==> src/logic/font.hex <==
// one Apple 1 glyph per line, codes 0 to 63 starting at @, 40 bits as 10 hex digits
// eight rows of five pixels, row 0 in the top bits, left pixel highest in each row
746F5BC1C0
7463F8C620
F463E8C7C0
74610845C0
F46318C7C0
FC21E843E0
FC21E84200
746178C5E0
8C63F8C620
71084211C0
084210C5C0
8CA98A4A20
84210843E0
8EEB58C620
8C7359C620
746318C5C0
F463E84200
74631AC9A0
F463EA4A20
7460E0C5C0
F908421080
8C6318C5C0
8C6318A880
8C635AEE20
8C54454620
8C54421080
F8444443E0
FE318C63E0
0410410400
F8C6318FE0
0008A88000
00000003E0
0000000000
2108420080
5294000000
52BEAFA940
23E8E2F880
C644444C60
64A88AC9A0
2110000000
1110841040
4104211100
012AEA9000
0109F21000
0000021100
0001F00000
0000000080
0044444000
74675CC5C0
23084211C0
74422223E0
F88820C5C0
11952F8840
FC3C10C5C0
3221E8C5C0
F844442100
7462E8C5C0
7462F08980
0008001000
0008001100
1111041040
003E0F8000
4104111100
7442220080

==> src/logic/apple1_pkg.sv <==
//**********************************************************
// shared constants, types and video stage structs for the
// Apple 1 style video terminal, imported by every module
//**********************************************************
package apple1_pkg;

    // 640x480 at 60 Hz on a 25 MHz pixel clock
    localparam int H_VISIBLE = 640;
    localparam int H_FRONT   = 16;
    localparam int H_SYNC    = 96;
    localparam int H_TOTAL   = 800;
    localparam int V_VISIBLE = 480;
    localparam int V_FRONT   = 10;
    localparam int V_SYNC    = 2;
    localparam int V_TOTAL   = 525;

    // text screen geometry
    localparam int COLS  = 40;
    localparam int ROWS  = 24;
    localparam int CELLS = 960;

    // 25 MHz / 115200 baud
    localparam int CLKS_PER_BIT = 217;

    // cycles from a registered beam position to the pins
    localparam int VIDEO_LATENCY = 3;

    // glyph table, one 40-bit glyph per line
    localparam string FONT_FILE = "/design/src/logic/font.hex";

    typedef logic [5:0]  char_code_t;
    typedef logic [9:0]  cell_addr_t;
    typedef logic [39:0] glyph_t;

    typedef enum logic [1:0] {RX_IDLE, RX_START, RX_DATA, RX_STOP} rx_state_t;
    typedef enum logic {TERM_RUN, TERM_CLEARING} term_state_t;

    typedef struct packed {
        logic       h_sync;
        logic       v_sync;
        logic       visible;
        cell_addr_t addr;
        logic [2:0] glyph_col;
        logic [3:0] glyph_row;
    } beam_t;

    typedef struct packed {
        beam_t      beam;
        char_code_t code;
    } fetch_t;

    typedef struct packed {
        logic       en;
        cell_addr_t addr;
        char_code_t code;
    } screen_wr_t;

    // syncs inactive and nothing visible
    localparam beam_t BEAM_IDLE = '{h_sync: 1'b1, v_sync: 1'b1, default: '0};

endpackage

==> src/logic/terminal_writer.sv <==
//**********************************************************
// Apple 1 terminal rules, turns received bytes into screen
// memory writes and runs the 960-cycle screen clear
//**********************************************************
`timescale 1ns/1ns

module terminal_writer (
    input  logic                   clk25,
    input  logic                   reset,
    input  logic [7:0]             rx_data,
    input  logic                   rx_strobe,
    input  logic                   clr_screen_btn,
    output apple1_pkg::screen_wr_t wr,
    output logic                   uart_cts
);
    import apple1_pkg::*;

    term_state_t state;
    cell_addr_t  clr_addr;
    logic [5:0]  cur_col;
    logic [4:0]  cur_row;
    logic [4:0]  next_row;
    cell_addr_t  cur_addr;
    logic        printable;
    logic [7:0]  folded;

    // host may only send while we are not clearing
    assign uart_cts = (state == TERM_RUN);

    // 0x20 to 0x7f
    assign printable = !rx_data[7] && (rx_data[6:5] != 2'b00);
    // lower case onto upper case
    assign folded = (rx_data >= 8'h60) ? rx_data - 8'h20 : rx_data;

    assign cur_addr = cell_addr_t'(cur_row) * cell_addr_t'(COLS) + cell_addr_t'(cur_col);
    // no scrolling, bottom row wraps to the top
    assign next_row = (cur_row == 5'(ROWS - 1)) ? 5'd0 : cur_row + 5'd1;

    always_ff @(posedge clk25) begin
        if (reset) begin
            state    <= TERM_CLEARING;
            clr_addr <= '0;
            cur_col  <= '0;
            cur_row  <= '0;
            wr.en    <= 1'b0;
        end else begin
            wr.en <= 1'b0;
            case (state)
                TERM_RUN: begin
                    if (clr_screen_btn) begin
                        state    <= TERM_CLEARING;
                        clr_addr <= '0;
                    end else if (rx_strobe) begin
                        if (rx_data == 8'h0D) begin
                            // carriage return
                            cur_col <= '0;
                            cur_row <= next_row;
                        end else if (printable) begin
                            wr.en   <= 1'b1;
                            wr.addr <= cur_addr;
                            wr.code <= folded[5:0];
                            if (cur_col == 6'(COLS - 1)) begin
                                cur_col <= '0;
                                cur_row <= next_row;
                            end else begin
                                cur_col <= cur_col + 6'd1;
                            end
                        end
                    end
                end
                TERM_CLEARING: begin
                    // one blank per cycle, strobes are dropped here
                    wr.en   <= 1'b1;
                    wr.addr <= clr_addr;
                    wr.code <= 6'd32;
                    if (clr_addr == cell_addr_t'(CELLS - 1)) begin
                        state   <= TERM_RUN;
                        cur_col <= '0;
                        cur_row <= '0;
                    end else begin
                        clr_addr <= clr_addr + cell_addr_t'(1);
                    end
                end
                default: state <= TERM_CLEARING;
            endcase
        end
    end

    a_wr_in_range: assert property (@(posedge clk25) disable iff (reset)
        wr.en |-> (wr.addr < cell_addr_t'(CELLS)))
        else $error("screen write outside the 960 cells");

endmodule

==> config.mk <==
export PLATFORM = sky130hd
export DESIGN_NAME = terminal_writer
export DESIGN_NICKNAME = d
export VERILOG_FILES = /design/src/logic/apple1_pkg.sv /design/src/logic/terminal_writer.sv
export SDC_FILE = /design/constraint.sdc
export NUM_CORES = 1
export LEC_CHECK = 0
export ABC_AREA = 1
export BUFFER_PORTS_ARGS = -buffer_cell sky130_fd_sc_hd__buf_2
export CORE_MARGIN = 1.5
export CORE_UTILIZATION = 45
export CTS_CLUSTER_DIAMETER = 200
export DETAILED_ROUTE_END_ITERATION = 8
export GPL_TIMING_DRIVEN = 1
export MAX_ROUTING_LAYER = met4
export PLACE_DENSITY = 0.65
export SYNTH_ARGS = -nofsm -noshare
export SYNTH_HDL_FRONTEND = slang
export SYNTH_SLANG_ARGS = --single-unit
==> constraint.sdc <==
create_clock -name clk25 -period 1.9 [get_ports clk25]
set_input_delay 0.095 -clock clk25 [delete_from_list [all_inputs] [get_ports clk25]]
set_output_delay 0.095 -clock clk25 [all_outputs]
set_load 0.1 [all_outputs]
Word level (Yosys, flattened, before mapping)
Index checks and enable logic that the tools add are counted. W data, S select, Z words.

Input port bits: 12. Output and inout port bits: 18. Bits in registers: 39. Logic and storage cells: 63.

$add $sub $neg: 5. Muxes and demuxes: 27. Bitwise gates (word level): 2. Multipliers: 1. Reduce and logical (&&, ||, !) cells: 7. Magnitude comparators: 1. Equal/unequal tests: 13.

Operators by type and width (count): $mux W17 (4); $mux W6 (7); $mux W5 (7); $pmux W17 S2 (1); $mux W10 (2); $pmux W10 S2 (1); $pmux W6 S2 (1); $add A10 B1 Y10 const B (1); $add A10 B6 Y10 (1); $eq A10 B10 Y1 const B (1); $ne A2 B2 Y1 const B (5); $pmux W5 S2 (1); $reduce_and A5 Y1 (2); $eq A8 B4 Y1 const B (1); $ge A8 B7 Y1 const B (1); $mul A5 B3 Y7 const B (1); $add A6 B1 Y6 const B (1); $eq A6 B6 Y1 const B (1); $ne A3 B1 Y1 const B (2); $sub A6 B6 Y6 const B (1); $add A5 B1 Y5 const B (1); $eq A5 B5 Y1 const B (1); $ne A2 B1 Y1 const B (2); $reduce_and A4 Y1 (1); 7 further kinds (9).

Depth between registers and ports, before layout
Depth after elaboration: 8. Gate-level depth with buffers: 11.

Worst setup path after synthesis
OpenSTA, ideal clock, no wires.

Kind: register to register. From: register state. To: register wr[0] in the netlist's numbering (enable). Stages on the path, launching flop included: 4. Path slack: -0.594 ns. Path buffers: 1. Data arrival time: 2.073 ns. Setup time: 0.422 ns. Cells stage by stage: dfxtp_1 -> inv_1 -> clkbuf_1 -> a21oi_1.

Longest elaborated chain between the ends: 3. Elaborated cells on any way between the ends: 6. Classes of those cells: eq/ne: 4; bitwise: 1; reduce/logical: 1.

Ends and longest elaborated chain: from (decl) (line terminal_writer.sv:18) `term_state_t state;`; from (signal assigned) (line terminal_writer.sv:41) `state <= TERM_CLEARING;`; from (signal assigned) (line terminal_writer.sv:51) `state <= TERM_CLEARING;`; from (signal assigned) (line terminal_writer.sv:77) `state <= TERM_RUN;`; $not A1 Y1 *; net uart_cts (line terminal_writer.sv:14) `output logic uart_cts`; $ne A2 B2 Y1 (no source line) or $ne A2 B1 Y1 (tied branches); $reduce_and A5 Y1 (no source line) *; to (decl) (line terminal_writer.sv:13) `output apple1_pkg::screen_wr_t wr,`.

The timed path passes the listed nets; every way through them passes the cells marked *. A chain may end at the register's enable or synchronous reset.

Worst setup path in the final report
From: register cur_row[1]. To: register wr[15] in the netlist's numbering (data pin).

Longest elaborated chain between the ends: 7.

Ends and longest elaborated chain: from (decl) (line terminal_writer.sv:21) `logic [4:0] cur_row;`; from (signal assigned) (line terminal_writer.sv:57) `cur_row <= next_row;`; from (signal assigned) (line terminal_writer.sv:64) `cur_row <= next_row;`; $mul A5 B3 Y7 (line terminal_writer.sv:35) `assign cur_addr = cell_addr_t'(cur_row) * cell_addr_t'(COLS) + cell_addr_t'(cur_col);`; $add A10 B6 Y10 (line terminal_writer.sv:35); $mux W17 (line terminal_writer.sv:58) `end else if (printable) begin`; $mux W17 (line terminal_writer.sv:54) `if (rx_data == 8'h0D) begin`; $mux W17 (line terminal_writer.sv:53) `end else if (rx_strobe) begin`; $mux W17 (line terminal_writer.sv:50) `if (clr_screen_btn) begin`; $pmux W17 S2 (line terminal_writer.sv:48) `case (state)`.

No other way between the ends. The select of a mux whose other input is x is not followed.

==> run metrics <==
Yosys reg bits 39; Clock Skews 6.577 ps; busiest grt layer met2; Syn Nets 315; worst setup path class reg2reg; CTS Hold Bufs 0; Layout Nets 365; clock network fraction of total power 38.9%; Yosys top cell area share 21.79%; detailed placement HPWL 3676 um; clk slew on worst S/H paths 80 ps; Via Count 2005; Critical R2R Launch cur_row[1]; failing checks negative setup slack; vias in the first global route 1884; drt initial violations 105; crit path time final 1980 ps; VDD IR max 0.0003007 V; final core utilization 57.88%; post-synth top area cell edfxtp_1; Crit. Startpoint cur_row[1]; final period utilization 104.2%; initial antenna violation count 0; sw power 0.0004725 W; crit end category flip-flop; Clk Latency, worst-skew pair 300 ps; Mapped Area 2205 um2; Total Wirelength 4817 um; met2 Usage GRT 35.15%; Synth warnings 0; layout cells sized above 1 23.53%; Fin. Hold Viols 0; RSZ-0062 raised after global routing yes; ys flop type dfxtp_1; Fmax 505.0 MHz; row cnt 25; # setup viols final 3; Min Hold Slack 108.0 ps; M1 GR Usage 26.66%; residual DRC count 0; syn_area_per_cell 7.628 um2; synth top area cells edfxtp_1 22%, dfxtp_1 21%, nand2_1 12%; All-Layer GR Usage 21.56%; worst hold start rx_data[0]; Post-synth EDFFs 16; Clock Tree Buf Depth 2; CTS tree built; ant diodes 0; Post-Syn Instances 289; clk sink count 39; first-pass GRT wire length 8397 um; total core area 4723 um2; DR vias/cell 4.926; Num CTS Buffers 5; max-slew violation count 0; grt ovf 0; P per Cell Area 654.4 nW/um2; count of non-filler cells in the finished layout 407; grt met3 use 4.282%; Sw Share 26.41%; R2R cell count 9; Max H-tree Level 2; sequential cell area fraction in the yosys report 42.68%; cell-internal power 0.001316 W; routed len/inst 11.84 um; Ports 30; port bufs 29; CP Max Fanout 3; Antenna Nets Post-Route 0; leakage 1.218 nW; largest net degree at the start of global routing 17; Worst Max-Slew Pin Slew 489.2 ps; DIE WIDTH 73.00 um; GPL Wtd Cong 0.8525; height of the die 73.00 um; die area 5328 um2; Comb pwr share 11.0%; Initial Utilization 46.68%; Critical Path RT 1950 ps; Layout area overhead 24.01%; Reg power frac 50.1%; WHS Path Cells 3; outcome complete, but fails checks; Slew headroom 67.61%; ys async rst share 0%; post-synthesis cell type count 29; worst setup margin -80.03 ps; Hold Path Class in2reg; DR pass1 iterations 4; placed cell area 2561 um2; placed cells 398; Root Driver clkbuf_8; Final Cell Area 2734 um2; Critical Path Source Type flip-flop; Arrival @ worst endpoint 2030 ps; Setup TNS -194.9 ps; Max Cap Viol 0
worst paths after layout:
check                           slack [ps]     endpoint
worst max-delay path                   -80       wr[15]
worst min-delay path                   110        wr[0]
worst max register to register         -80       wr[15]
worst min register to register         520  clr_addr[4]
cell usage after synthesis, types with 2 or more instances:
library cell / count
nor3_1: 3
clkbuf_1: 2
o21ai_0: 18
xor2_1: 4
ha_1: 12
inv_1: 42
o22ai_1: 3
dfxtp_1: 23
inv_2: 2
nor2_1: 41
nor2_4: 2
nand2_2: 2
nand2_1: 70
edfxtp_1: 16
nand4_1: 3
a21oi_1: 17
nand3_1: 16
fa_1: 2
through the flow:
step	total power (W)	setup WS, ps
4_1_cts	0.001803	-95.05
5_1_grt	0.001853	-181.1
3_5_place_dp	0.001115	-148.9
3_3_place_gp	0.001113	-77.13
2_1_floorplan	0.001072	-52.38
6_report	0.001789	-80.03
layer usage:
metal	share of wire, %	routed length [um]	vias up
met4	1.5	74	0
met1	47	2270	936
li1	-	-	1031
met3	2.7	130	5
met5	0	0	-
met2	49	2342	33
layout make-up:
class	instances	area (um2)
multi-input cells	202	1142
well taps	67	83.83
clock inverters	3	43.79
fillers	452	1989
clock buffers	5	68.82
inverters	44	165.2
repair buffers	47	280.3
flip-flops and latches	39	949.7
flip-flops by register name (all words and copies together), names as in the netlist:
name,flops
wr,17
state,1
clr_addr,10
cur_col,6
cur_row,5
cell usage in the layout, fill, tap and decap left out, types with 2 or more instances in the layout:
| cell | count |
|---|---|
| a21oi_1 | 16 |
| buf_2 | 29 |
| buf_4 | 18 |
| clkbuf_8 | 5 |
| dfxtp_1 | 18 |
| dfxtp_2 | 4 |
| edfxtp_1 | 16 |
| fa_1 | 2 |
| ha_1 | 7 |
| ha_4 | 5 |
| inv_1 | 41 |
| inv_2 | 3 |
| nand2_1 | 69 |
| nand2_2 | 3 |
| nand3_1 | 16 |
| nand4_1 | 3 |
| nor2_1 | 39 |
| nor2_2 | 2 |
| nor2_4 | 2 |
| nor3_1 | 3 |
| o21ai_0 | 17 |
| o22ai_1 | 3 |
| xor2_1 | 4 |
cells by family after synthesis:
logic type	after synthesis	share of synthesized area, %
AO/OA/AOI/OAI	41	9.819
AND/OR/NAND/NOR	142	27.92
adder cells (fa/ha/maj)	14	8.626
buffers and inverters	48	8.967
XOR/XNOR	5	1.986
flip-flops	39	42.68
worst max-delay path, cell delays in order, from the launching register on:
cell	delay, ps
dfxtp_2	340
ha_4	280
ha_4	130
inv_2	30
fa_1	450
nand3b_1	210
nor2_2	110
a21oi_1	70
o21ai_1	80
nand2_1	60
power groups by stage:
stage	Sequential [W]	Clock [W]	Combinational [W]
after CTS	0.000896	0.000709	0.000197
after global routing	0.000899	0.000743	0.000211
after floorplan	0.00103	0	0.0000412
final	0.000897	0.000696	0.000197
after global placement	0.000917	0	0.000196
after detailed placement	0.000917	0	0.000197
timing repair:
item | CTS | global route
endpoints found under the hold margin | 0 | 0
pin swaps | 4 | 0
endpoints found under the setup margin | 3 | 3
gates resized for setup | 11 | 2
buffers inserted | 1 | 0
(Power assumes the default switching activity.)
