**src/logic/font.hex**
```
// one Apple 1 glyph per line, codes 0 to 63 starting at @, 40 bits as 10 hex digits
// eight rows of five pixels, row 0 in the top bits, left pixel highest in each row
746F5BC1C0
7463F8C620
F463E8C7C0
74610845C0
F46318C7C0
FC21E843E0
FC21E84200
746178C5E0
8C63F8C620
71084211C0
084210C5C0
8CA98A4A20
84210843E0
8EEB58C620
8C7359C620
746318C5C0
F463E84200
74631AC9A0
F463EA4A20
7460E0C5C0
F908421080
8C6318C5C0
8C6318A880
8C635AEE20
8C54454620
8C54421080
F8444443E0
FE318C63E0
0410410400
F8C6318FE0
0008A88000
00000003E0
0000000000
2108420080
5294000000
52BEAFA940
23E8E2F880
C644444C60
64A88AC9A0
2110000000
1110841040
4104211100
012AEA9000
0109F21000
0000021100
0001F00000
0000000080
0044444000
74675CC5C0
23084211C0
74422223E0
F88820C5C0
11952F8840
FC3C10C5C0
3221E8C5C0
F844442100
7462E8C5C0
7462F08980
0008001000
0008001100
1111041040
003E0F8000
4104111100
7442220080

```
**src/logic/apple1_pkg.sv**
```systemverilog
//**********************************************************
// shared constants, types and video stage structs for the
// Apple 1 style video terminal, imported by every module
//**********************************************************
package apple1_pkg;

    // 640x480 at 60 Hz on a 25 MHz pixel clock
    localparam int H_VISIBLE = 640;
    localparam int H_FRONT   = 16;
    localparam int H_SYNC    = 96;
    localparam int H_TOTAL   = 800;
    localparam int V_VISIBLE = 480;
    localparam int V_FRONT   = 10;
    localparam int V_SYNC    = 2;
    localparam int V_TOTAL   = 525;

    // text screen geometry
    localparam int COLS  = 40;
    localparam int ROWS  = 24;
    localparam int CELLS = 960;

    // 25 MHz / 115200 baud
    localparam int CLKS_PER_BIT = 217;

    // cycles from a registered beam position to the pins
    localparam int VIDEO_LATENCY = 3;

    // glyph table, one 40-bit glyph per line
    localparam string FONT_FILE = "/design/src/logic/font.hex";

    typedef logic [5:0]  char_code_t;
    typedef logic [9:0]  cell_addr_t;
    typedef logic [39:0] glyph_t;

    typedef enum logic [1:0] {RX_IDLE, RX_START, RX_DATA, RX_STOP} rx_state_t;
    typedef enum logic {TERM_RUN, TERM_CLEARING} term_state_t;

    typedef struct packed {
        logic       h_sync;
        logic       v_sync;
        logic       visible;
        cell_addr_t addr;
        logic [2:0] glyph_col;
        logic [3:0] glyph_row;
    } beam_t;

    typedef struct packed {
        beam_t      beam;
        char_code_t code;
    } fetch_t;

    typedef struct packed {
        logic       en;
        cell_addr_t addr;
        char_code_t code;
    } screen_wr_t;

    // syncs inactive and nothing visible
    localparam beam_t BEAM_IDLE = '{h_sync: 1'b1, v_sync: 1'b1, default: '0};

endpackage

```
**src/logic/vga_timing.sv**
```systemverilog
//**********************************************************
// video stage 1, raster counters decoded into a beam_t
//**********************************************************
`timescale 1ns/1ns

module vga_timing (
    input  logic              clk25,
    input  logic              reset,
    output apple1_pkg::beam_t beam
);
    import apple1_pkg::*;

    logic [9:0] h_cnt;
    logic [9:0] v_cnt;
    logic [9:0] h_nxt;
    logic [9:0] v_nxt;
    // scanline inside a 20-line text row, and the text row
    logic [4:0] line_cnt;
    logic [4:0] line_nxt;
    logic [4:0] row_cnt;
    logic [4:0] row_nxt;

    // beam fields for one counter position
    function automatic beam_t make_beam(input logic [9:0] h, input logic [9:0] v,
                                        input logic [4:0] line, input logic [4:0] row);
        beam_t b;
        b.h_sync  = !((h >= 10'(H_VISIBLE + H_FRONT)) &&
                      (h < 10'(H_VISIBLE + H_FRONT + H_SYNC)));
        b.v_sync  = !((v >= 10'(V_VISIBLE + V_FRONT)) &&
                      (v < 10'(V_VISIBLE + V_FRONT + V_SYNC)));
        b.visible = (h < 10'(H_VISIBLE)) && (v < 10'(V_VISIBLE));
        // pixels doubled, so 16 clocks per text column
        b.addr    = b.visible ?
                    cell_addr_t'(row) * cell_addr_t'(COLS) + cell_addr_t'(h[9:4]) : '0;
        b.glyph_col = h[3:1];
        b.glyph_row = line[4:1];
        return b;
    endfunction

    always_comb begin
        h_nxt    = h_cnt + 10'd1;
        v_nxt    = v_cnt;
        line_nxt = line_cnt;
        row_nxt  = row_cnt;
        if (h_cnt == 10'(H_TOTAL - 1)) begin
            h_nxt = '0;
            if (v_cnt == 10'(V_TOTAL - 1)) begin
                v_nxt    = '0;
                line_nxt = '0;
                row_nxt  = '0;
            end else begin
                v_nxt = v_cnt + 10'd1;
                // ten glyph lines, each shown twice
                if (line_cnt == 5'd19) begin
                    line_nxt = '0;
                    row_nxt  = row_cnt + 5'd1;
                end else begin
                    line_nxt = line_cnt + 5'd1;
                end
            end
        end
    end

    // beam is registered alongside the counters it describes
    always_ff @(posedge clk25) begin
        if (reset) begin
            h_cnt    <= '0;
            v_cnt    <= '0;
            line_cnt <= '0;
            row_cnt  <= '0;
            beam     <= make_beam('0, '0, '0, '0);
        end else begin
            h_cnt    <= h_nxt;
            v_cnt    <= v_nxt;
            line_cnt <= line_nxt;
            row_cnt  <= row_nxt;
            beam     <= make_beam(h_nxt, v_nxt, line_nxt, row_nxt);
        end
    end

    a_h_range: assert property (@(posedge clk25) disable iff (reset)
        h_cnt < 10'(H_TOTAL))
        else $error("horizontal counter past the line end");

endmodule

```
**config.mk**
```make
export PLATFORM = sky130hd
export DESIGN_NAME = vga_timing
export DESIGN_NICKNAME = d
export VERILOG_FILES = /design/src/logic/apple1_pkg.sv /design/src/logic/vga_timing.sv
export SDC_FILE = /design/constraint.sdc
export NUM_CORES = 1
export LEC_CHECK = 0
export BUFFER_PORTS_ARGS = -buffer_cell sky130_fd_sc_hd__buf_2
export CAP_MARGIN = 20
export CORE_MARGIN = 3
export CORE_UTILIZATION = 35
export CTS_CLUSTER_DIAMETER = 100
export CTS_CLUSTER_SIZE = 10
export DETAILED_ROUTE_END_ITERATION = 12
export REMOVE_ABC_BUFFERS = 1
export SLEW_MARGIN = 20
export SYNTH_ARGS = -nofsm -noshare
export SYNTH_HDL_FRONTEND = slang
export SYNTH_SLANG_ARGS = --single-unit
```
**constraint.sdc**
```tcl
create_clock -name clk25 -period 5.3 [get_ports clk25]
set_input_delay 1.06 -clock clk25 [delete_from_list [all_inputs] [get_ports clk25]]
set_output_delay 1.06 -clock clk25 [all_outputs]
set_load 0.05 [all_outputs]
```
# After elaboration in Yosys (flattened, before gate mapping)
# Index checks and enable logic that the tools add are counted.
[word_totals]
out_inout_bits = 20
regBits = 46
[classes]
bitwise_logic = 1
eq_ne = 3
reduce_logical = 6
order_cmp = 6
n_mux = 9
multipliers = 1
n_addsub = 5
[op_table]
columns = ["op", "count"]
rows = [
  ["two-way mux 10 bit", 3],
  ["two-way mux 5 bit", 6],
  ["adder 10 x 1 -> 10 bit (second input constant)", 2],
  ["equality test 10 bit (second input constant)", 2],
  ["< comparator 10 bit (second input constant)", 2],
  ["< comparator 10 x 9 -> 1 bit (second input constant)", 2],
  ["adder 10 x 6 -> 10 bit", 1],
  ["adder 5 x 1 -> 5 bit (second input constant)", 2],
  ["greater-or-equal comparator 10 bit (second input constant)", 1],
  ["greater-or-equal comparator 10 x 9 -> 1 bit (second input constant)", 1],
  ["multiplier 5 x 3 -> 7 bit (second input constant)", 1],
  ["equality test 5 bit (second input constant)", 1],
  ["logical AND 1 bit", 3],
  ["zero test 1 bit", 2],
  ["OR reduction 2 bit", 1],
  ["inverter 1 bit", 1],
]

# Logic depth before layout (Yosys ltp)
# Gate-level depths: netlist of run 1.
[depth]
word_depth = 7
depth_mapped = 15
depth_no_buf = 15

# Least setup slack after synthesis of run 1
# OpenSTA, ideal clock, no wires.
[synth_path]
path_kind = "register to register"
start = "register beam[4] (netlist name)"
end = "register beam[16] in the netlist's numbering"
path_stages_with_launch = 15
setup_ps = 86
arrival_time_ps = 4098
required_ps = 5214
path_slack_ps = 1116
period_less_slack_ps = 4184
cell_sequence = "dfxtp_1 -> ha_1 -> nand4_1 -> nor3_2 -> buf_2 -> o21ai_0 -> a32o_1 -> ha_1 -> ha_1 -> fa_1 -> nand2_1 -> or4_1 -> and4_1 -> a211o_1 -> a211oi_1"
[synth_lines]
columns = ["item", "line", "text"]
rows = [
  ["to (signal assigned)", "vga_timing.sv:71", "beam <= make_beam('0, '0, '0, '0);"],
  ["to (signal assigned)", "vga_timing.sv:77", "beam <= make_beam(h_nxt, v_nxt, line_nxt, row_nxt);"],
  ["to (decl)", "vga_timing.sv:9", "output apple1_pkg::beam_t beam"],
]

# Worst setup path in the final report of run 1
[layout_path]
start = "register h_cnt[0]"
end = "register beam[16] in the netlist's numbering"
[layout_between]
word_cells_on_any_way = 12
cone_classes = "2 x add/sub; 1 x mul; 2 x order compare; 1 x eq/ne; 3 x mux; 1 x bitwise; 2 x reduce/logical"
[layout_lines]
columns = ["item", "line", "text"]
rows = [
  ["from (decl)", "vga_timing.sv:13", "logic [9:0] h_cnt;"],
  ["from (signal assigned)", "vga_timing.sv:73", "h_cnt <= h_nxt;"],
  ["equality test 10 bit", "vga_timing.sv:45", "if (h_cnt == 10'(H_TOTAL - 1)) begin"],
  ["two-way mux 5 bit", "vga_timing.sv:45", ""],
  ["named net row_nxt[2]", "vga_timing.sv:21", "logic [4:0] row_nxt;"],
  ["multiplier 5 x 3 -> 7 bit", "vga_timing.sv:34", "cell_addr_t'(row) * cell_addr_t'(COLS) + cell_addr_t'(h[9:4]) : '0;"],
  ["adder 10 x 6 -> 10 bit", "vga_timing.sv:34", ""],
]
# The timed path passes the listed nets, and every way through them passes these cells.
# A chain may end at the register's enable or synchronous reset.

==> impl_metrics.tcl, run 1 <==
set metrics [dict create \
    grt_pass1_wl_um 9328 \
    yosysSeqAreaShare_pct 34.50 \
    reg2reg_slack_ns 0.79 \
    initial_core_util_pct 36.32 \
    synth_area_per_cell_um2 8.785 \
    antenna_found_initial 0 \
    final_max_slew_viol_count 0 \
    clock-sinks 43 \
    synthTopCellsByCount "dfxtp_1, nor2_1, nand2_1, nor3_1, ha_1" \
    fmax_mhz 221.7 \
    multi_input_area_um2 1494 \
    reg2regPathDepth 12 \
    clk_pin_slew_ns 0.09 \
    die_h_um 90.43 \
    cts_buffers 5 \
    critical_path_arrival_ns 4.73 \
    ys_warn_count 0 \
    htreeDepth 2 \
    path_cells "ha_1 > and4_1 > nand3_1 > or4_1 > o21ai_0 > ha_1 > fa_1 > nand2_1 > or4_1 > and4_1 > a211o_1 > a211oi_1" \
    first_pass_iters 5 \
    cts.hold.buffers_added 0 \
    drtAntennaViolNets 0 \
    r2r_start "h_cnt[0]" \
    path_class "reg2reg" \
    antenna_cells 0 \
    max_slew_margin_pct 42.92 \
    drt_first_iter_violations 106 \
    grt_max_degree 28 \
    yosysTopAreaCellShare_pct 34.50 \
    synth_cells 284 \
    synthArstFlopShare_pct 0 \
    synthFlopType "dfxtp_1" \
    gr-total-overflow 0 \
    outcome "complete, no violations" \
    seqCellArea_um2 860.8 \
    vias 2089 \
    path_delay_family "simple AND/OR/NAND/NOR gates" \
    place.gp.congestion 0.8535 \
    die_w_um 90.43 \
    synth_top_area_cell "dfxtp_1" \
    yosys-top-cells-area "dfxtp_1, ha_1, xnor2_1, nor3_1, nor2_1" \
    hold_class "reg2reg" \
    hold_start "h_cnt[0]" \
    io-pin-count 22 \
    nFillCells 685 \
    rows 30 \
    rsz0062_at_grt "no" \
    wirelength_um 5376 \
    crit_slowest_cell "or4_1" \
    clockRootBuffer "clkbuf_8" \
    whs_path_depth 1 \
    path_buf_inv 0 \
    p_leak_nw 1.087 \
    wire_per_inst_um 13.64 \
    final_layout_size_suffix_gt1_share_pct 14.09 \
    dieArea_um2 8178 \
    coreArea_um2 6869 \
    grt_pass1_vias 2046 \
    finalSetupTns_ns 0 \
    worstSkewPairLatency_ns 0.30 \
    dp_cells 386 \
    clockBufferDepth 2 \
    ir_worst_vdd_mv 0.1414 \
    portBuffers 21 \
    ys_types 55 \
    synth.most_common_cell "dfxtp_1" \
    r2r_end "beam[16]" \
    synth-edff-count 0 \
    setup_viol 0 \
    hold_end "h_cnt[0]" \
    synth_seq_cells 43 \
    vias_per_cell 5.302 \
    endpoint_kind "flip-flop" \
    crit_fanout 12 \
    fin_ws_ns 0.7888 \
    power_mw 0.5937 \
    hpwlAfterDp_um 3925 \
    cts_tree "built" \
    netlist_area_um2 2495 \
    finalCritPeriodShare_pct 85.12 \
    syn_to_final_growth_pct 9.779 \
    finClkSkew_ns 0.009525 \
    grt_usage_pct 13.52 \
    critPathMaxStageDelay_ns 0.61 \
    instances_no_fill 394 \
    crit_required_ns 5.52 \
    cts_resized 0 \
    cts_setup_buffers 0 \
    p_per_area_nw_per_um2 216.8 \
    fin_crit_ns 4.511 \
    hold_violations 0 \
    hold_ws_ns 0.5264 \
    drc_errors 0 \
    startpoint_type "flip-flop" \
    fin_nets 316 \
    dp_slack_ns 0.8193 \
    drv_cap 0 \
    worst_slew_pin_slew_ns 0.8563 \
]
-- how the worst max path moves through the flow --
stage | end | slack [ns] | depth (start not counted) | startpoint
3_5_place_dp | beam[16] | 0.82 | 14 | h_cnt[0]
6_report | beam[16] | 0.79 | 12 | h_cnt[0]
2_1_floorplan | beam[16] | 0.58 | 13 | beam[4]
3_3_place_gp | beam[16] | 0.96 | 14 | h_cnt[0]
4_1_cts | beam[16] | 0.79 | 14 | h_cnt[0]
5_1_grt | beam[16] | 0.49 | 12 | h_cnt[0]
-- layout make-up --
type | instances | share of cell area, %
multi-input cells | 214 | 54.55
flip-flops and latches | 43 | 31.43
repair buffers | 25 | 4.934
well taps | 96 | 4.386
clock buffers | 6 | 3.015
inverters | 8 | 1.096
clock inverters | 2 | 0.5939
-- per-layer routing --
| metal | vias up | track usage (%) | wire [µm] |
|---|---|---|---|
| met5 | - | 0 | 0 |
| met4 | 0 | 4.082 | 52 |
| met3 | 9 | 2.917 | 258 |
| met2 | 48 | 21.34 | 2402 |
| met1 | 975 | 18.50 | 2663 |
| li1 | 1057 | - | - |
-- registers in the layout, indices dropped and copies added, names as in the netlist --
name and count:
v_cnt 10, row_cnt 5, beam 19, h_cnt 8
line_cnt 1
-- power by group --
| group | leakage (nW) | switching (mW) | internal (mW) |
|---|---|---|---|
| logic | 0.692 | 0.0230 | 0.0122 |
| registers | 0.347 | 0.00577 | 0.327 |
| clock network | 0.0474 | 0.119 | 0.106 |
| total | 1.09 | 0.148 | 0.446 |
-- cell families (layout without fill, tap and decap cells) --
kind of cell    Yosys count  in the layout  share of synthesized area [%]
xor+xnor                 17             17                          5.968
simple gates            122            122                          28.64
flops                    43             43                          34.50
fa+ha+maj                17             17                          9.127
mux                       1              1                         0.4012
compound gates           57             57                          15.75
buf+inv                  27             41                          5.617
-- placed cells by master (no fill, tap or decap), types with 8 or more instances in the layout --
cell     netlist  final
o21ai_0        9      9
xnor2_1       12     12
ha_1          15     15
nand3_1       13     13
buf_2          1     21
inv_1          8      8
nor3_1        16     16
dfxtp_1       43     43
a21oi_1       14     14
nand2_1       18     18
nor2_1        20     20
nor2b_1        9      9
-- worst register-to-register path, cell delays in order (launching register included) --
cell	delay, ns
dfxtp_1	0.41
ha_1	0.29
and4_1	0.32
nand3_1	0.38
or4_1	0.61
o21ai_0	0.16
ha_1	0.33
fa_1	0.60
nand2_1	0.13
or4_1	0.52
and4_1	0.20
a211o_1	0.29
a211oi_1	0.21
-- metrics by stage --
stage / util (%) / cell area [µm²]
floorplan: - / 2385
global placement: 38.43 / 2640
detailed placement: 38.43 / 2640
CTS: 39.87 / 2739
global route: 39.87 / 2739
finish: 39.87 / 2739
No activity file was read; power rests on OpenSTA's default activity.
==> run 2, diff against run 1 <==
--- a/config.mk
+++ b/config.mk
@@ -5,6 +5,7 @@
 export SDC_FILE = /design/constraint.sdc
 export NUM_CORES = 1
 export LEC_CHECK = 0
+export ABC_AREA = 1
 export BUFFER_PORTS_ARGS = -buffer_cell sky130_fd_sc_hd__buf_2
 export CAP_MARGIN = 20
 export CORE_MARGIN = 3
==> impl_metrics.tcl, run 2 <==
set metrics [dict create \
    pwr-share-comb_pct 3.7 \
    cts_setup_buffers 0 \
    whs_path_depth 1 \
    fin_crit_ns 3.652 \
    hpwlAfterDp_um 3813 \
    portBuffers 21 \
    hold_class "reg2reg" \
    wire_per_inst_um 10.87 \
    grt_pass1_vias 1945 \
    p_leak_nw 1.214 \
    drtAntennaViolNets 0 \
    worst_slew_pin_slew_ns 0.5789 \
    rsz0062_at_grt "no" \
    rows 29 \
    cts_resized 0 \
    mostFrequentLayoutCells "nand2_1, nor2_1, dfxtp_1, inv_1, nand3_1" \
    r2r_start "h_cnt[0]" \
    hold_start "h_cnt[0]" \
    place.gp.congestion 0.8264 \
    path_class "reg2reg" \
    critical_path_arrival_ns 3.83 \
    synthArstFlopShare_pct 0 \
    final_layout_size_suffix_gt1_share_pct 16.25 \
    ir_worst_vdd_mv 0.1208 \
    layout_commonest_cell "nand2_1" \
    p_seq_share_pct 60.5 \
    synth_top_area_cell "dfxtp_1" \
    setup_viol 0 \
    clockRootBuffer "clkbuf_8" \
    final_max_slew_viol_count 0 \
    cts_buffers 5 \
    finalCritPeriodShare_pct 68.91 \
    io-pin-count 22 \
    synthFlopType "dfxtp_1" \
    startpoint_type "flip-flop" \
    dieArea_um2 8105 \
    wirelength_um 4957 \
    grt_usage_pct 12.90 \
    ys_types 31 \
    power_mw 0.5411 \
    synthTopCellsByCount "nand2_1, nor2_1, dfxtp_1, inv_1, nand3_1" \
    syn_to_final_growth_pct 8.861 \
    die_h_um 90.03 \
    nFillCells 743 \
    drv_cap 0 \
    clk_pin_slew_ns 0.08 \
    gr-total-overflow 0 \
    crit_required_ns 5.48 \
    grt_max_degree 20 \
    instances_no_fill 456 \
    reg_top3 "beam (19), v_cnt (10), h_cnt (8)" \
    reg2regPathDepth 18 \
    dp_cells 450 \
    htreeDepth 2 \
    synth.most_common_cell "nand2_1" \
    p_per_area_nw_per_um2 201.1 \
    largest_reg_flops 19 \
    crit_fanout 10 \
    yosysTopAreaCellShare_pct 34.84 \
    synth_seq_cells 43 \
    ys_warn_count 0 \
    fin_nets 383 \
    hold_end "h_cnt[0]" \
    netlist_area_um2 2471 \
    hold_violations 0 \
    synth_area_per_cell_um2 7.121 \
    p_switching_mw 0.1243 \
    vias_per_cell 4.592 \
    first_pass_iters 4 \
    yosysSeqAreaShare_pct 34.84 \
    finalSetupTns_ns 0 \
    r2r_end "beam[16]" \
    drt_first_iter_violations 78 \
    worstSkewPairLatency_ns 0.29 \
    coreArea_um2 6604 \
    outcome "complete, no violations" \
    top_register "beam" \
    antenna_cells 0 \
    max_slew_margin_pct 61.00 \
    clock-sinks 43 \
    clockBufferDepth 2 \
    grt_pass1_wl_um 8652 \
    finClkSkew_ns 0.004801 \
    cts.hold.buffers_added 0 \
    die_w_um 90.03 \
    fmax_mhz 273.8 \
    synth-edff-count 0 \
    antenna_found_initial 0 \
    p_sw_share_pct 22.97 \
    cts_tree "built" \
    initial_core_util_pct 37.42 \
    drc_errors 0 \
    reg2reg_slack_ns 1.65 \
    vias 2094 \
    endpoint_kind "flip-flop" \
    final_util_pct 40.74 \
    synth_cells 347 \
    yosys-top-cells-area "dfxtp_1, nand2_1, nor2_1, ha_1, inv_1" \
    p_clk_share_pct 35.8 \
    internal-power_mw 0.4168 \
]
[run 2: cell count changes in the layout (fill, tap and decap cells not counted), moves of 5 or more]
cell / delta
a21o_1: -7
a21oi_1: -10
inv_1: +34
inv_2: +5
nand2_1: +53
nand2_2: +6
nand3_1: +12
nor2_1: +35
nor2_2: +14
nor2b_1: -9
nor3_1: -13
xnor2_1: -8
[run 2: worst max path at each step]
stage | from | endpoint | slack, ns
after floorplan | beam[4] | beam[16] | 1.57
after global placement | h_cnt[0] | beam[16] | 1.72
after detailed placement | h_cnt[0] | beam[16] | 1.63
after CTS | h_cnt[0] | beam[16] | 1.61
after global routing | h_cnt[0] | beam[16] | 1.17
final | h_cnt[0] | beam[16] | 1.65
[run 2: final cells by class]
cell class	count	area [µm²]	area share, %
Tap cell	93	116.4	4.326
Multi-Input combinational cell	246	1359	50.51
Sequential cell	43	860.8	32.00
Timing Repair Buffer	21	105.1	3.907
Clock buffer	6	72.57	2.698
Inverter	47	176.4	6.558
[run 2: cell families after synthesis]
family	share of synthesized area [%]
and+or+nand+nor	36.96
AOI/OAI and AO/OA	4.203
adders and majority gates	9.215
xor gates and xnor gates	4.608
buffers and inverters	10.18
DFF	34.84
[run 2: layer usage]
| metal | vias to the layer above | global-route usage, % | share of wire [%] |
|---|---|---|---|
| met1 | 945 | 15.84 | 48 |
| met2 | 26 | 22.46 | 48 |
| met4 | 0 | 4.209 | 1.4 |
| met3 | 5 | 2.671 | 3.2 |
| met5 | - | 0 | 0 |
| li1 | 1118 | - | - |
[run 2: critical path, stage by stage, from the launching register on]
cell and delay, ns:
dfxtp_1 0.41, ha_1 0.24, nand3_1 0.11, nor2_1 0.12
nand2_2 0.16, nor2_2 0.25, or2_2 0.15, inv_1 0.04
nor3_1 0.34, ha_1 0.32, ha_1 0.22, fa_1 0.52
nand2_1 0.06, inv_1 0.07, nand3_1 0.09, xor2_1 0.18
nand3b_1 0.15, nand2_1 0.08, nor2_2 0.04
[run 2: power groups by stage]
stage | Combinational (mW) | Clock, mW | Sequential, mW
finish | 0.0203 | 0.194 | 0.327
global placement | 0.0207 | 0 | 0.335
detailed placement | 0.0205 | 0 | 0.335
CTS | 0.0206 | 0.201 | 0.327
floorplan | 0.00743 | 0 | 0.341
global route | 0.0225 | 0.215 | 0.328
[run 2: stage by stage]
stage / hold slack [ns] / instance area, µm² / setup slack (ns)
global placement: 0.4808 / 2618 / 1.718
CTS: 0.5165 / 2690 / 1.612
finish: 0.5045 / 2690 / 1.648
detailed placement: 0.4980 / 2618 / 1.631
floorplan: 0.4551 / 2396 / 1.566
global route: 0.5487 / 2690 / 1.169
